### src/div_defs.svh
////////////////////////////////////////////////////////////////////////////
// Divider sizing shared by the package and all RTL
// DIV_STEPS must equal DIV_W, one quotient bit per step
// DIV_CNT_W must hold the value DIV_STEPS
////////////////////////////////////////////////////////////////////////////
`ifndef DIV_DEFS_SVH
`define DIV_DEFS_SVH

// Operand and result width
`define DIV_W       64

// 32-bit ops and the Y register
`define DIV_HALF_W  32

// Iterations per division
`define DIV_STEPS   64
`define DIV_CNT_W   7      // Counts 0 to DIV_STEPS

`endif

### src/div_pkg.sv
////////////////////////////////////////////////////////////////////////////
// Types shared by the divider and its testbench
// Op encoding: bit 1 marks a 32-bit op, bit 0 a signed op
////////////////////////////////////////////////////////////////////////////
`include "div_defs.svh"

package div_pkg;

   typedef enum logic [1:0] {
      OP_UDIVX = 2'b00,   // 64/64 unsigned
      OP_SDIVX = 2'b01,   // 64/64 signed
      OP_UDIV  = 2'b10,   // {Y,rs1}/rs2 unsigned
      OP_SDIV  = 2'b11    // {Y,rs1}/rs2 signed
   } div_op_e;

   // Result word, whole or split in halves for 32-bit ops
   typedef union packed {
      logic [`DIV_W-1:0] q64;
      struct packed {
         logic [`DIV_HALF_W-1:0] hi;
         logic [`DIV_HALF_W-1:0] lo;
      } half;
   } div_result_u;

   typedef struct packed {
      logic zero;   // Result word is zero
      logic neg;    // Bit 63 of result
      logic ovf;    // 32-bit quotient saturated
      logic dbz;    // Divisor was zero
   } div_flags_s;

endpackage

### src/div_yreg.sv
////////////////////////////////////////////////////////////////////////////
// Single Y register, upper half of the 32-bit dividend
// Writes are held off while a division is busy
// New value visible on y the cycle after the write handshake
////////////////////////////////////////////////////////////////////////////
`timescale 1ns/100ps
`include "div_defs.svh"

module div_yreg (
   input  logic                   clk,
   input  logic                   arst_n,
   // Software write port
   input  logic                   wr_valid,
   output logic                   wr_ready,
   input  logic [`DIV_HALF_W-1:0] wr_data,
   // From sequencer
   input  logic                   busy,
   // Readback and operand formation
   output logic [`DIV_HALF_W-1:0] y
);

   logic wr_en;   // Write handshake

   // Operand in use, no updates until the result is taken
   assign wr_ready = ~busy;
   assign wr_en    = wr_valid & wr_ready;

   always_ff @(posedge clk or negedge arst_n) begin
      if (!arst_n) begin
         y <= '0;
      end else if (wr_en) begin
         y <= wr_data;
      end
   end

endmodule

### src/div_ctrl.sv
////////////////////////////////////////////////////////////////////////////
// Divider sequencer: idle, run, finish, done
// One division at a time; req_ready only in idle
// Zero divisor skips the run phase
////////////////////////////////////////////////////////////////////////////
`timescale 1ns/100ps
`include "div_defs.svh"

module div_ctrl import div_pkg::*; (
   input  logic    clk,
   input  logic    arst_n,
   // Request handshake
   input  logic    req_valid,
   output logic    req_ready,
   input  div_op_e req_op,
   // Operand status from datapath
   input  logic    rs1_sign,
   input  logic    rs2_sign,
   input  logic    rs2_zero,
   input  logic    rem_neg,
   // Datapath and formatter steering
   output logic    load,
   output logic    step,
   output logic    sub,
   output logic    finish,
   output logic    is32,
   output logic    is_signed,
   output logic    neg_q,
   output logic    dbz,
   // Result handshake
   output logic    res_valid,
   input  logic    res_ready,
   output logic    busy
);

   localparam logic [1:0] ST_IDLE = 2'd0;
   localparam logic [1:0] ST_RUN  = 2'd1;
   localparam logic [1:0] ST_FIN  = 2'd2;
   localparam logic [1:0] ST_DONE = 2'd3;
   localparam logic [`DIV_CNT_W-1:0] LAST_STEP = `DIV_CNT_W'(`DIV_STEPS - 1);

   logic [1:0]            state;
   logic [1:0]            state_nxt;
   logic [`DIV_CNT_W-1:0] cnt;         // Steps done
   logic                  op32;        // Decoded request
   logic                  op_signed;
   logic                  is32_q;      // Held for the whole division
   logic                  signed_q;

   assign op32      = (req_op == OP_UDIV) || (req_op == OP_SDIV);
   assign op_signed = (req_op == OP_SDIVX) || (req_op == OP_SDIV);

   assign req_ready = (state == ST_IDLE);
   assign busy      = ~req_ready;
   assign load      = req_valid & req_ready;   // Datapath takes operands here
   assign step      = (state == ST_RUN);
   assign finish    = (state == ST_FIN);
   assign res_valid = (state == ST_DONE);

   // Non-restoring: subtract after a positive remainder, add after a negative one
   assign sub = ~rem_neg;

   // While idle the request itself steers operand formation
   assign is32      = req_ready ? op32 : is32_q;
   assign is_signed = req_ready ? op_signed : signed_q;

   //////////////////////////////////////////////////////////////////////////
   // Next state
   //////////////////////////////////////////////////////////////////////////
   always_comb begin
      state_nxt = state;
      case (state)
         ST_IDLE: if (load) state_nxt = rs2_zero ? ST_FIN : ST_RUN;
         ST_RUN:  if (cnt == LAST_STEP) state_nxt = ST_FIN;
         ST_FIN:  state_nxt = ST_DONE;
         default: if (res_ready) state_nxt = ST_IDLE;   // Held until taken
      endcase
   end

   always_ff @(posedge clk or negedge arst_n) begin
      if (!arst_n) begin
         state    <= ST_IDLE;
         cnt      <= '0;
         is32_q   <= 1'b0;
         signed_q <= 1'b0;
         neg_q    <= 1'b0;
         dbz      <= 1'b0;
      end else begin
         state <= state_nxt;
         if (load) begin
            cnt      <= '0;
            is32_q   <= op32;
            signed_q <= op_signed;
            neg_q    <= op_signed & (rs1_sign ^ rs2_sign);   // Quotient sign
            dbz      <= rs2_zero;
         end else if (step) begin
            cnt <= cnt + 1'b1;
         end
      end
   end

endmodule

### src/div_datapath.sv
////////////////////////////////////////////////////////////////////////////
// Magnitude divider, one quotient bit per step
// Operands sampled on load only, signs fixed later by the formatter
// Remainder is not returned
////////////////////////////////////////////////////////////////////////////
`timescale 1ns/100ps
`include "div_defs.svh"

module div_datapath (
   input  logic                   clk,
   input  logic                   load,
   input  logic                   step,
   input  logic                   sub,
   input  logic                   is32,
   input  logic                   is_signed,
   input  logic [`DIV_W-1:0]      rs1,
   input  logic [`DIV_W-1:0]      rs2,
   input  logic [`DIV_HALF_W-1:0] y,
   output logic                   rs1_sign,
   output logic                   rs2_sign,
   output logic                   rs2_zero,
   output logic                   rem_neg,
   output logic [`DIV_W-1:0]      q_mag
);

   logic [`DIV_W-1:0]   dvd;        // Formed dividend
   logic [`DIV_W-1:0]   dvs;        // Formed divisor
   logic [`DIV_W-1:0]   dvd_mag;
   logic [`DIV_W-1:0]   dvs_mag;
   logic [2*`DIV_W-1:0] rq;         // Remainder:quotient
   logic                rem_sign;   // Sign bit above rq remainder half
   logic [`DIV_W-1:0]   x;          // Divisor magnitude
   logic [`DIV_W+1:0]   sh;         // Shifted remainder, 2 guard bits
   logic [`DIV_W+1:0]   sum;

   //////////////////////////////////////////////////////////////////////////
   // Operand formation
   //////////////////////////////////////////////////////////////////////////
   always_comb begin
      if (is32) begin
         dvd = {y, rs1[`DIV_HALF_W-1:0]};   // Y supplies upper half
         dvs = {{`DIV_HALF_W{is_signed & rs2[`DIV_HALF_W-1]}}, rs2[`DIV_HALF_W-1:0]};
      end else begin
         dvd = rs1;
         dvs = rs2;
      end
   end

   assign rs1_sign = dvd[`DIV_W-1];
   assign rs2_sign = dvs[`DIV_W-1];
   assign rs2_zero = ~|dvs;

   // Most negative value maps to 2**63, still fits unsigned
   assign dvd_mag = (is_signed && rs1_sign) ? -dvd : dvd;
   assign dvs_mag = (is_signed && rs2_sign) ? -dvs : dvs;

   //////////////////////////////////////////////////////////////////////////
   // Non-restoring step
   //////////////////////////////////////////////////////////////////////////
   // Next dividend bit shifts in from the quotient half
   assign sh  = {rem_sign, rq[2*`DIV_W-1:`DIV_W-1]};
   assign sum = sub ? sh - {2'b00, x} : sh + {2'b00, x};

   always_ff @(posedge clk) begin
      if (load) begin
         rq       <= {{`DIV_W{1'b0}}, dvd_mag};
         rem_sign <= 1'b0;
         x        <= dvs_mag;
      end else if (step) begin
         // Quotient bit set when the new remainder stays non-negative
         rq       <= {sum[`DIV_W-1:0], rq[`DIV_W-2:0], ~sum[`DIV_W+1]};
         rem_sign <= sum[`DIV_W+1];
      end
   end

   assign rem_neg = rem_sign;
   assign q_mag   = rq[`DIV_W-1:0];   // Exact after the last step

endmodule

### src/div_fmt.sv
////////////////////////////////////////////////////////////////////////////
// Result formatter: sign fix-up, 32-bit saturation, flags
// Output word and flags change only on finish
////////////////////////////////////////////////////////////////////////////
`timescale 1ns/100ps
`include "div_defs.svh"

module div_fmt import div_pkg::*; (
   input  logic              clk,
   input  logic              arst_n,
   input  logic              finish,
   input  logic              is32,
   input  logic              is_signed,
   input  logic              neg_q,
   input  logic              dbz,
   input  logic [`DIV_W-1:0] q_mag,
   output div_result_u       res_data,
   output div_flags_s        res_flags
);

   div_result_u q_sgn;     // Signed quotient
   div_result_u res_nxt;
   logic        ovf;

   always_comb begin
      q_sgn.q64   = neg_q ? -q_mag : q_mag;
      res_nxt.q64 = q_sgn.q64;   // 64-bit ops pass through
      ovf         = 1'b0;
      if (dbz) begin
         res_nxt.q64 = '0;
      end else if (is32 && !is_signed) begin
         ovf              = |q_mag[`DIV_W-1:`DIV_HALF_W];
         res_nxt.half.hi  = '0;
         res_nxt.half.lo  = ovf ? '1 : q_mag[`DIV_HALF_W-1:0];
      end else if (is32) begin
         // Fits only if upper 33 bits all match
         ovf = (q_sgn.q64[`DIV_W-1:`DIV_HALF_W-1] != '0) &&
               (q_sgn.q64[`DIV_W-1:`DIV_HALF_W-1] != '1);
         if (!ovf) begin
            res_nxt.half.hi = {`DIV_HALF_W{q_sgn.half.lo[`DIV_HALF_W-1]}};
         end else if (neg_q) begin
            res_nxt.half.hi = '1;
            res_nxt.half.lo = {1'b1, {(`DIV_HALF_W-1){1'b0}}};   // Sign-extended min
         end else begin
            res_nxt.half.hi = '0;
            res_nxt.half.lo = {1'b0, {(`DIV_HALF_W-1){1'b1}}};   // Max positive
         end
      end
   end

   always_ff @(posedge clk or negedge arst_n) begin
      if (!arst_n) begin
         res_data  <= '0;
         res_flags <= '0;
      end else if (finish) begin
         res_data       <= res_nxt;
         res_flags.zero <= (res_nxt.q64 == '0);
         res_flags.neg  <= res_nxt.q64[`DIV_W-1];
         res_flags.ovf  <= ovf;
         res_flags.dbz  <= dbz;
      end
   end

endmodule

### src/div_top.sv
////////////////////////////////////////////////////////////////////////////
// Iterative divider top: udivx, sdivx, udiv, sdiv
// Result 66 cycles after request, 2 with a zero divisor
////////////////////////////////////////////////////////////////////////////
`timescale 1ns/100ps
`include "div_defs.svh"

module div_top import div_pkg::*; (
   input  logic                   clk,
   input  logic                   arst_n,
   // Request
   input  logic                   req_valid,
   output logic                   req_ready,
   input  div_op_e                req_op,
   input  logic [`DIV_W-1:0]      req_rs1,
   input  logic [`DIV_W-1:0]      req_rs2,
   // Result
   output logic                   res_valid,
   input  logic                   res_ready,
   output div_result_u            res_data,
   output div_flags_s             res_flags,
   // Y register
   input  logic                   y_wr_valid,
   output logic                   y_wr_ready,
   input  logic [`DIV_HALF_W-1:0] y_wr_data,
   output logic [`DIV_HALF_W-1:0] y_value
);

   logic              load;
   logic              step;
   logic              sub;
   logic              finish;
   logic              is32;
   logic              is_signed;
   logic              neg_q;
   logic              dbz;
   logic              busy;
   logic              rs1_sign;
   logic              rs2_sign;
   logic              rs2_zero;
   logic              rem_neg;
   logic [`DIV_W-1:0] q_mag;   // Unsigned quotient to formatter

   div_yreg u_yreg (
      .clk(clk), .arst_n(arst_n),
      .wr_valid(y_wr_valid), .wr_ready(y_wr_ready), .wr_data(y_wr_data),
      .busy(busy), .y(y_value)
   );

   div_ctrl u_ctrl (
      .clk(clk), .arst_n(arst_n),
      .req_valid(req_valid), .req_ready(req_ready), .req_op(req_op),
      .rs1_sign(rs1_sign), .rs2_sign(rs2_sign), .rs2_zero(rs2_zero),
      .rem_neg(rem_neg), .load(load), .step(step), .sub(sub), .finish(finish),
      .is32(is32), .is_signed(is_signed), .neg_q(neg_q), .dbz(dbz),
      .res_valid(res_valid), .res_ready(res_ready), .busy(busy)
   );

   div_datapath u_datapath (
      .clk(clk), .load(load), .step(step), .sub(sub),
      .is32(is32), .is_signed(is_signed),
      .rs1(req_rs1), .rs2(req_rs2), .y(y_value),
      .rs1_sign(rs1_sign), .rs2_sign(rs2_sign), .rs2_zero(rs2_zero),
      .rem_neg(rem_neg), .q_mag(q_mag)
   );

   div_fmt u_fmt (
      .clk(clk), .arst_n(arst_n), .finish(finish),
      .is32(is32), .is_signed(is_signed), .neg_q(neg_q), .dbz(dbz),
      .q_mag(q_mag), .res_data(res_data), .res_flags(res_flags)
   );

endmodule

### config.mk
export PLATFORM = sky130hd
export DESIGN_NAME = div_top
export DESIGN_NICKNAME = d
export VERILOG_FILES = /design/src/div_pkg.sv /design/src/div_yreg.sv /design/src/div_ctrl.sv /design/src/div_datapath.sv /design/src/div_fmt.sv /design/src/div_top.sv
export VERILOG_INCLUDE_DIRS = /design/src
export SDC_FILE = /design/constraint.sdc
export NUM_CORES = 1
export LEC_CHECK = 0
export CAP_MARGIN = 15
export CORE_UTILIZATION = 24
export DETAILED_ROUTE_END_ITERATION = 16
export DONT_BUFFER_PORTS = 1
export PLACE_DENSITY = 0.36
export SKIP_LAST_GASP = 1
export SYNTH_ARGS = -nofsm -noshare
export SYNTH_HDL_FRONTEND = slang
export SYNTH_SLANG_ARGS = --single-unit
### constraint.sdc
create_clock -name clk -period 11.4 [get_ports clk]
set_clock_uncertainty 0.1 [all_clocks]
set_input_delay 0.57 -clock clk [delete_from_list [all_inputs] [get_ports clk]]
set_output_delay 0.57 -clock clk [all_outputs]
set_load 0.05 [all_outputs]
==> metrics.md <==
| Metric | Value |
|---|---|
| Status | `completed` |
| Non-filler instance count after layout | `3847` |
| CP max FO | `9` |
| Crit path arrival time | `about 6.8 ns` |
| Sw Share | `22.56%` |
| Final min period | `between 6 and 7 ns` |
| Post-synth EDFFs | `~130` |
| Leak Pwr | `0.01039 uW` |
| Core Util, Final | `27.63%` |
| Post-route ant nets | `0` |
| Pre-antenna DRT Iters | `5` |
| # port buffers | `0` |
| Clock root cell | `clkbuf_16` |
| Internal | `a little under 2000 uW` |
| CTS tree | `built` |
| Htree depth | `2` |
| Global route hottest layer | `met2` |
| Crit. End Element | `flop` |
| Die ar. | `94580 um^2` |
| Hold Crit Class | `in2reg` |
| Startpoint Class | `flop` |
| Post-Syn Area | `around 22000 um^2` |
| WP data required | `11.64 ns` |
| Layout cells sized above 1 | `7.143%` |
| Most frequent cells in the layout | `nor2_1, nand2_1, o21ai_0, a21oi_1, xor2_1` |
| Mean number of vias per cell | `approximately 5.1` |
| GR Overflow Total | `0` |
| RSZ-0062 raised after global routing | `false` |
| Clk network pwr share | `52.6%` |
| Filler Cells Inserted | `9815` |
| Antenna violations before repair | `0` |
| M2 GR Usage | `27.26%` |
| Yosys cell types | `85` |
| Syn_nets | `2846` |
| Comb power frac | `2.6%` |
| Synth Area per Inst | `8.607 um^2` |
| Sequential area share after synthesis | `35.47%` |
| Post-Route WL | `approximately 80 mm` |
| Gpl congestion | `approximately 0.88` |
| DR vias | `19590` |
| Vias in the first global route | `19400` |
| Die Width | `307.5 um` |
| Post-Route Setup TNS | `0 ns` |
| N_diodes | `0` |
| Switch Pwr | `573.6 uW` |
| Multi-input gate area | `around 14000 um^2` |
| Die Ht | `a little over 300 um` |
| Syn Inst Count | `2603` |
| Met1 Use GR | `23.08%` |
| Clock Latency Late Sink | `roughly 0.6 ns` |
| CTS clock-pin slew for the worst setup and hold paths | `0.06 ns` |
| Flop pwr share | `~45%` |
| Reg area | `7949 um^2` |
| Met3 usage | `roughly 4.7%` |
| Pins Over Slew Limit | `0` |
| DRT iter0 DRCs | `1332` |
| Longest Clk Path Bufs | `3` |
| Final setup vio count | `0` |
| Starting Density | `24.33%` |
| Final Hold Fails | `0` |
| Max-Cap Viols | `0` |
| Synth Flop Type | `edfxtp_1` |
| Pin count of the biggest net entering global routing | `113` |
| P per Cell Area | `99.97 nW/um^2` |
| # nets final | `about 2800` |
| Crit Path Class | `reg2reg` |
| Hpwl dp | `slightly above 60 mm` |
| Gr usage total | `about 17%` |
| Placed cell count | `3732` |
| Maximum vdd drop | `0.00009815 V` |
| DRC violations left | `0` |
| First-pass GRT wire length | `124.3 mm` |
| Worst slew pin tran | `1.142 ns` |
| Row count | `111` |
| Async SR Flop Fraction | `36.72%` |
| Post-CTS setup buffers | `0` |
| Num CTS Buffers | `42` |
| CORE AREA | `92080 um^2` |
| Max Freq | `153.3 MHz` |
| Synthesis-stage register bit count | `around 300` |
| Leading cell type in the layout, fill and taps excluded | `nor2_1` |
| Area growth syn-to-layout | `13.54%` |
| Avg WL per Cell | `21.35 um` |
| Post-route clock period utilization | `between 50 and 60%` |
| Max transition margin | `23.81%` |
| IO Count | `270` |
| Clock sink count | `305` |
| YS warnings | `0` |
critical path, cell delays in order (launching register included):
cell      delay [ns]
edfxtp_1        0.42
nor4_1          0.74
and3_1          0.34
nand2_1         0.10
nor2_1          0.27
and3_1          0.28
nand2_1         0.20
nor2_1          0.15
nor2_1          0.06
xor2_1          0.18
ha_1            0.40
a21o_1          0.20
a21o_1          0.17
a21oi_1         0.19
o21ai_0         0.12
a31oi_1         0.22
inv_1           0.07
a221oi_1        0.43
a21oi_1         0.21
o21ai_0         0.40
o31ai_1         0.24
a211oi_1        0.32
mux2i_1         0.30
o22ai_1         0.12
metal layers:
metal	share of wire, %	routed length, um
met3	7.1	5806
met5	0	0
met2	45	36950
met4	1.6	1296
met1	46	38070
state kept, by name (all words and copies together) (netlist names), 2 cells and up:
register and flops:
u_ctrl.cnt 7, u_ctrl.state 2, u_datapath.rq 128, u_datapath.x 64, u_fmt.res_data 63, u_fmt.res_flags 4
u_yreg.y 32
synth_stat cells (all sizes together) (15+ instances only):
master     n  share of area [%]
a211oi    37                1.2
a21o      59                2.0
a21oi    197                4.4
a31oi     31               0.93
and3      20               0.56
buf       23               0.54
clkbuf   115                1.9
dfrtp    112                 13
dfxtp     65                5.8
edfxtp   128                 17
ha        75                4.2
inv       52               0.87
mux2      52                2.6
mux2i     82                3.7
nand2    239                4.0
nand2b    31               0.87
nand3     51                1.2
nand4     26               0.75
nor2     268                4.5
nor2b     25               0.70
nor3      90                2.1
nor4      41                1.3
o21ai    210                4.7
o2bb2ai   15               0.59
o31ai     40                1.4
o41ai     22               0.89
or3       37                1.0
or4       22               0.77
xnor2     95                3.7
xor2     165                6.5
cells by family after synthesis:
kind of cell,Yosys count,share of synthesized area (%)
AOI/OAI and AO/OA,729,20.62
xor gates and xnor gates,260,10.16
muxes,134,6.277
DFF,305,35.47
buffers and inverters,190,3.334
adders and majority gates,76,4.278
and+or+nand+nor,909,19.86
per-stage QoR:
step / power (uW) / hold slack [ns] / instance area [um^2] / setup WS [ns]
after detailed placement: 1208 / 0.1836 / 23660 / 4.910
final: 2543 / 0.06997 / 25440 / 4.876
after global placement: 1208 / 0.1837 / 23660 / 5.076
after floorplan: 1194 / 0.1744 / 22410 / 6.105
after global routing: 2653 / 0.01814 / 25440 / 4.120
after CTS: 2603 / 0.01238 / 25440 / 4.829
cell type report:
| type | instances | area share, % |
|---|---|---|
| clock buffer | 63 | 4.884 |
| clock inverter | 15 | 0.5951 |
| inverter | 52 | 0.7771 |
| multi-input combinational | 2108 | 54.15 |
| sequential | 305 | 31.25 |
| tap | 1243 | 6.114 |
| timing repair buffer | 61 | 2.233 |
final timing paths:
path	end	from	slack, ns	depth (start not counted)
worst max register to register	u_datapath.rq[0]	u_datapath.x[4]	4.88	23
min in group asynchronous	u_yreg.y[0]	arst_n	0.54	2
worst min register to register	u_datapath.rq[115]	u_datapath.rq[115]	0.37	2
worst min-delay path	u_datapath.x[31]	req_rs2[31]	0.07	1
max in group asynchronous	u_fmt.res_data[27]	arst_n	10.13	2
worst max-delay path	u_datapath.rq[0]	u_datapath.x[4]	4.88	23
power by group through the flow:
stage                     Combinational [uW]  Sequential [uW]  Clock [uW]
final                                   67.2             1140        1340
after global routing                    75.5             1140        1440
after CTS                               69.5             1140        1390
after detailed placement                47.9             1160           0
after global placement                  47.9             1160           0
after floorplan                         33.6             1160           0
what timing repair did:
action,in CTS,in global routing
endpoints found under the hold margin,148,0
resized for setup,0,0
hold buffers,37,0
Power figures use the tool's default switching activity.
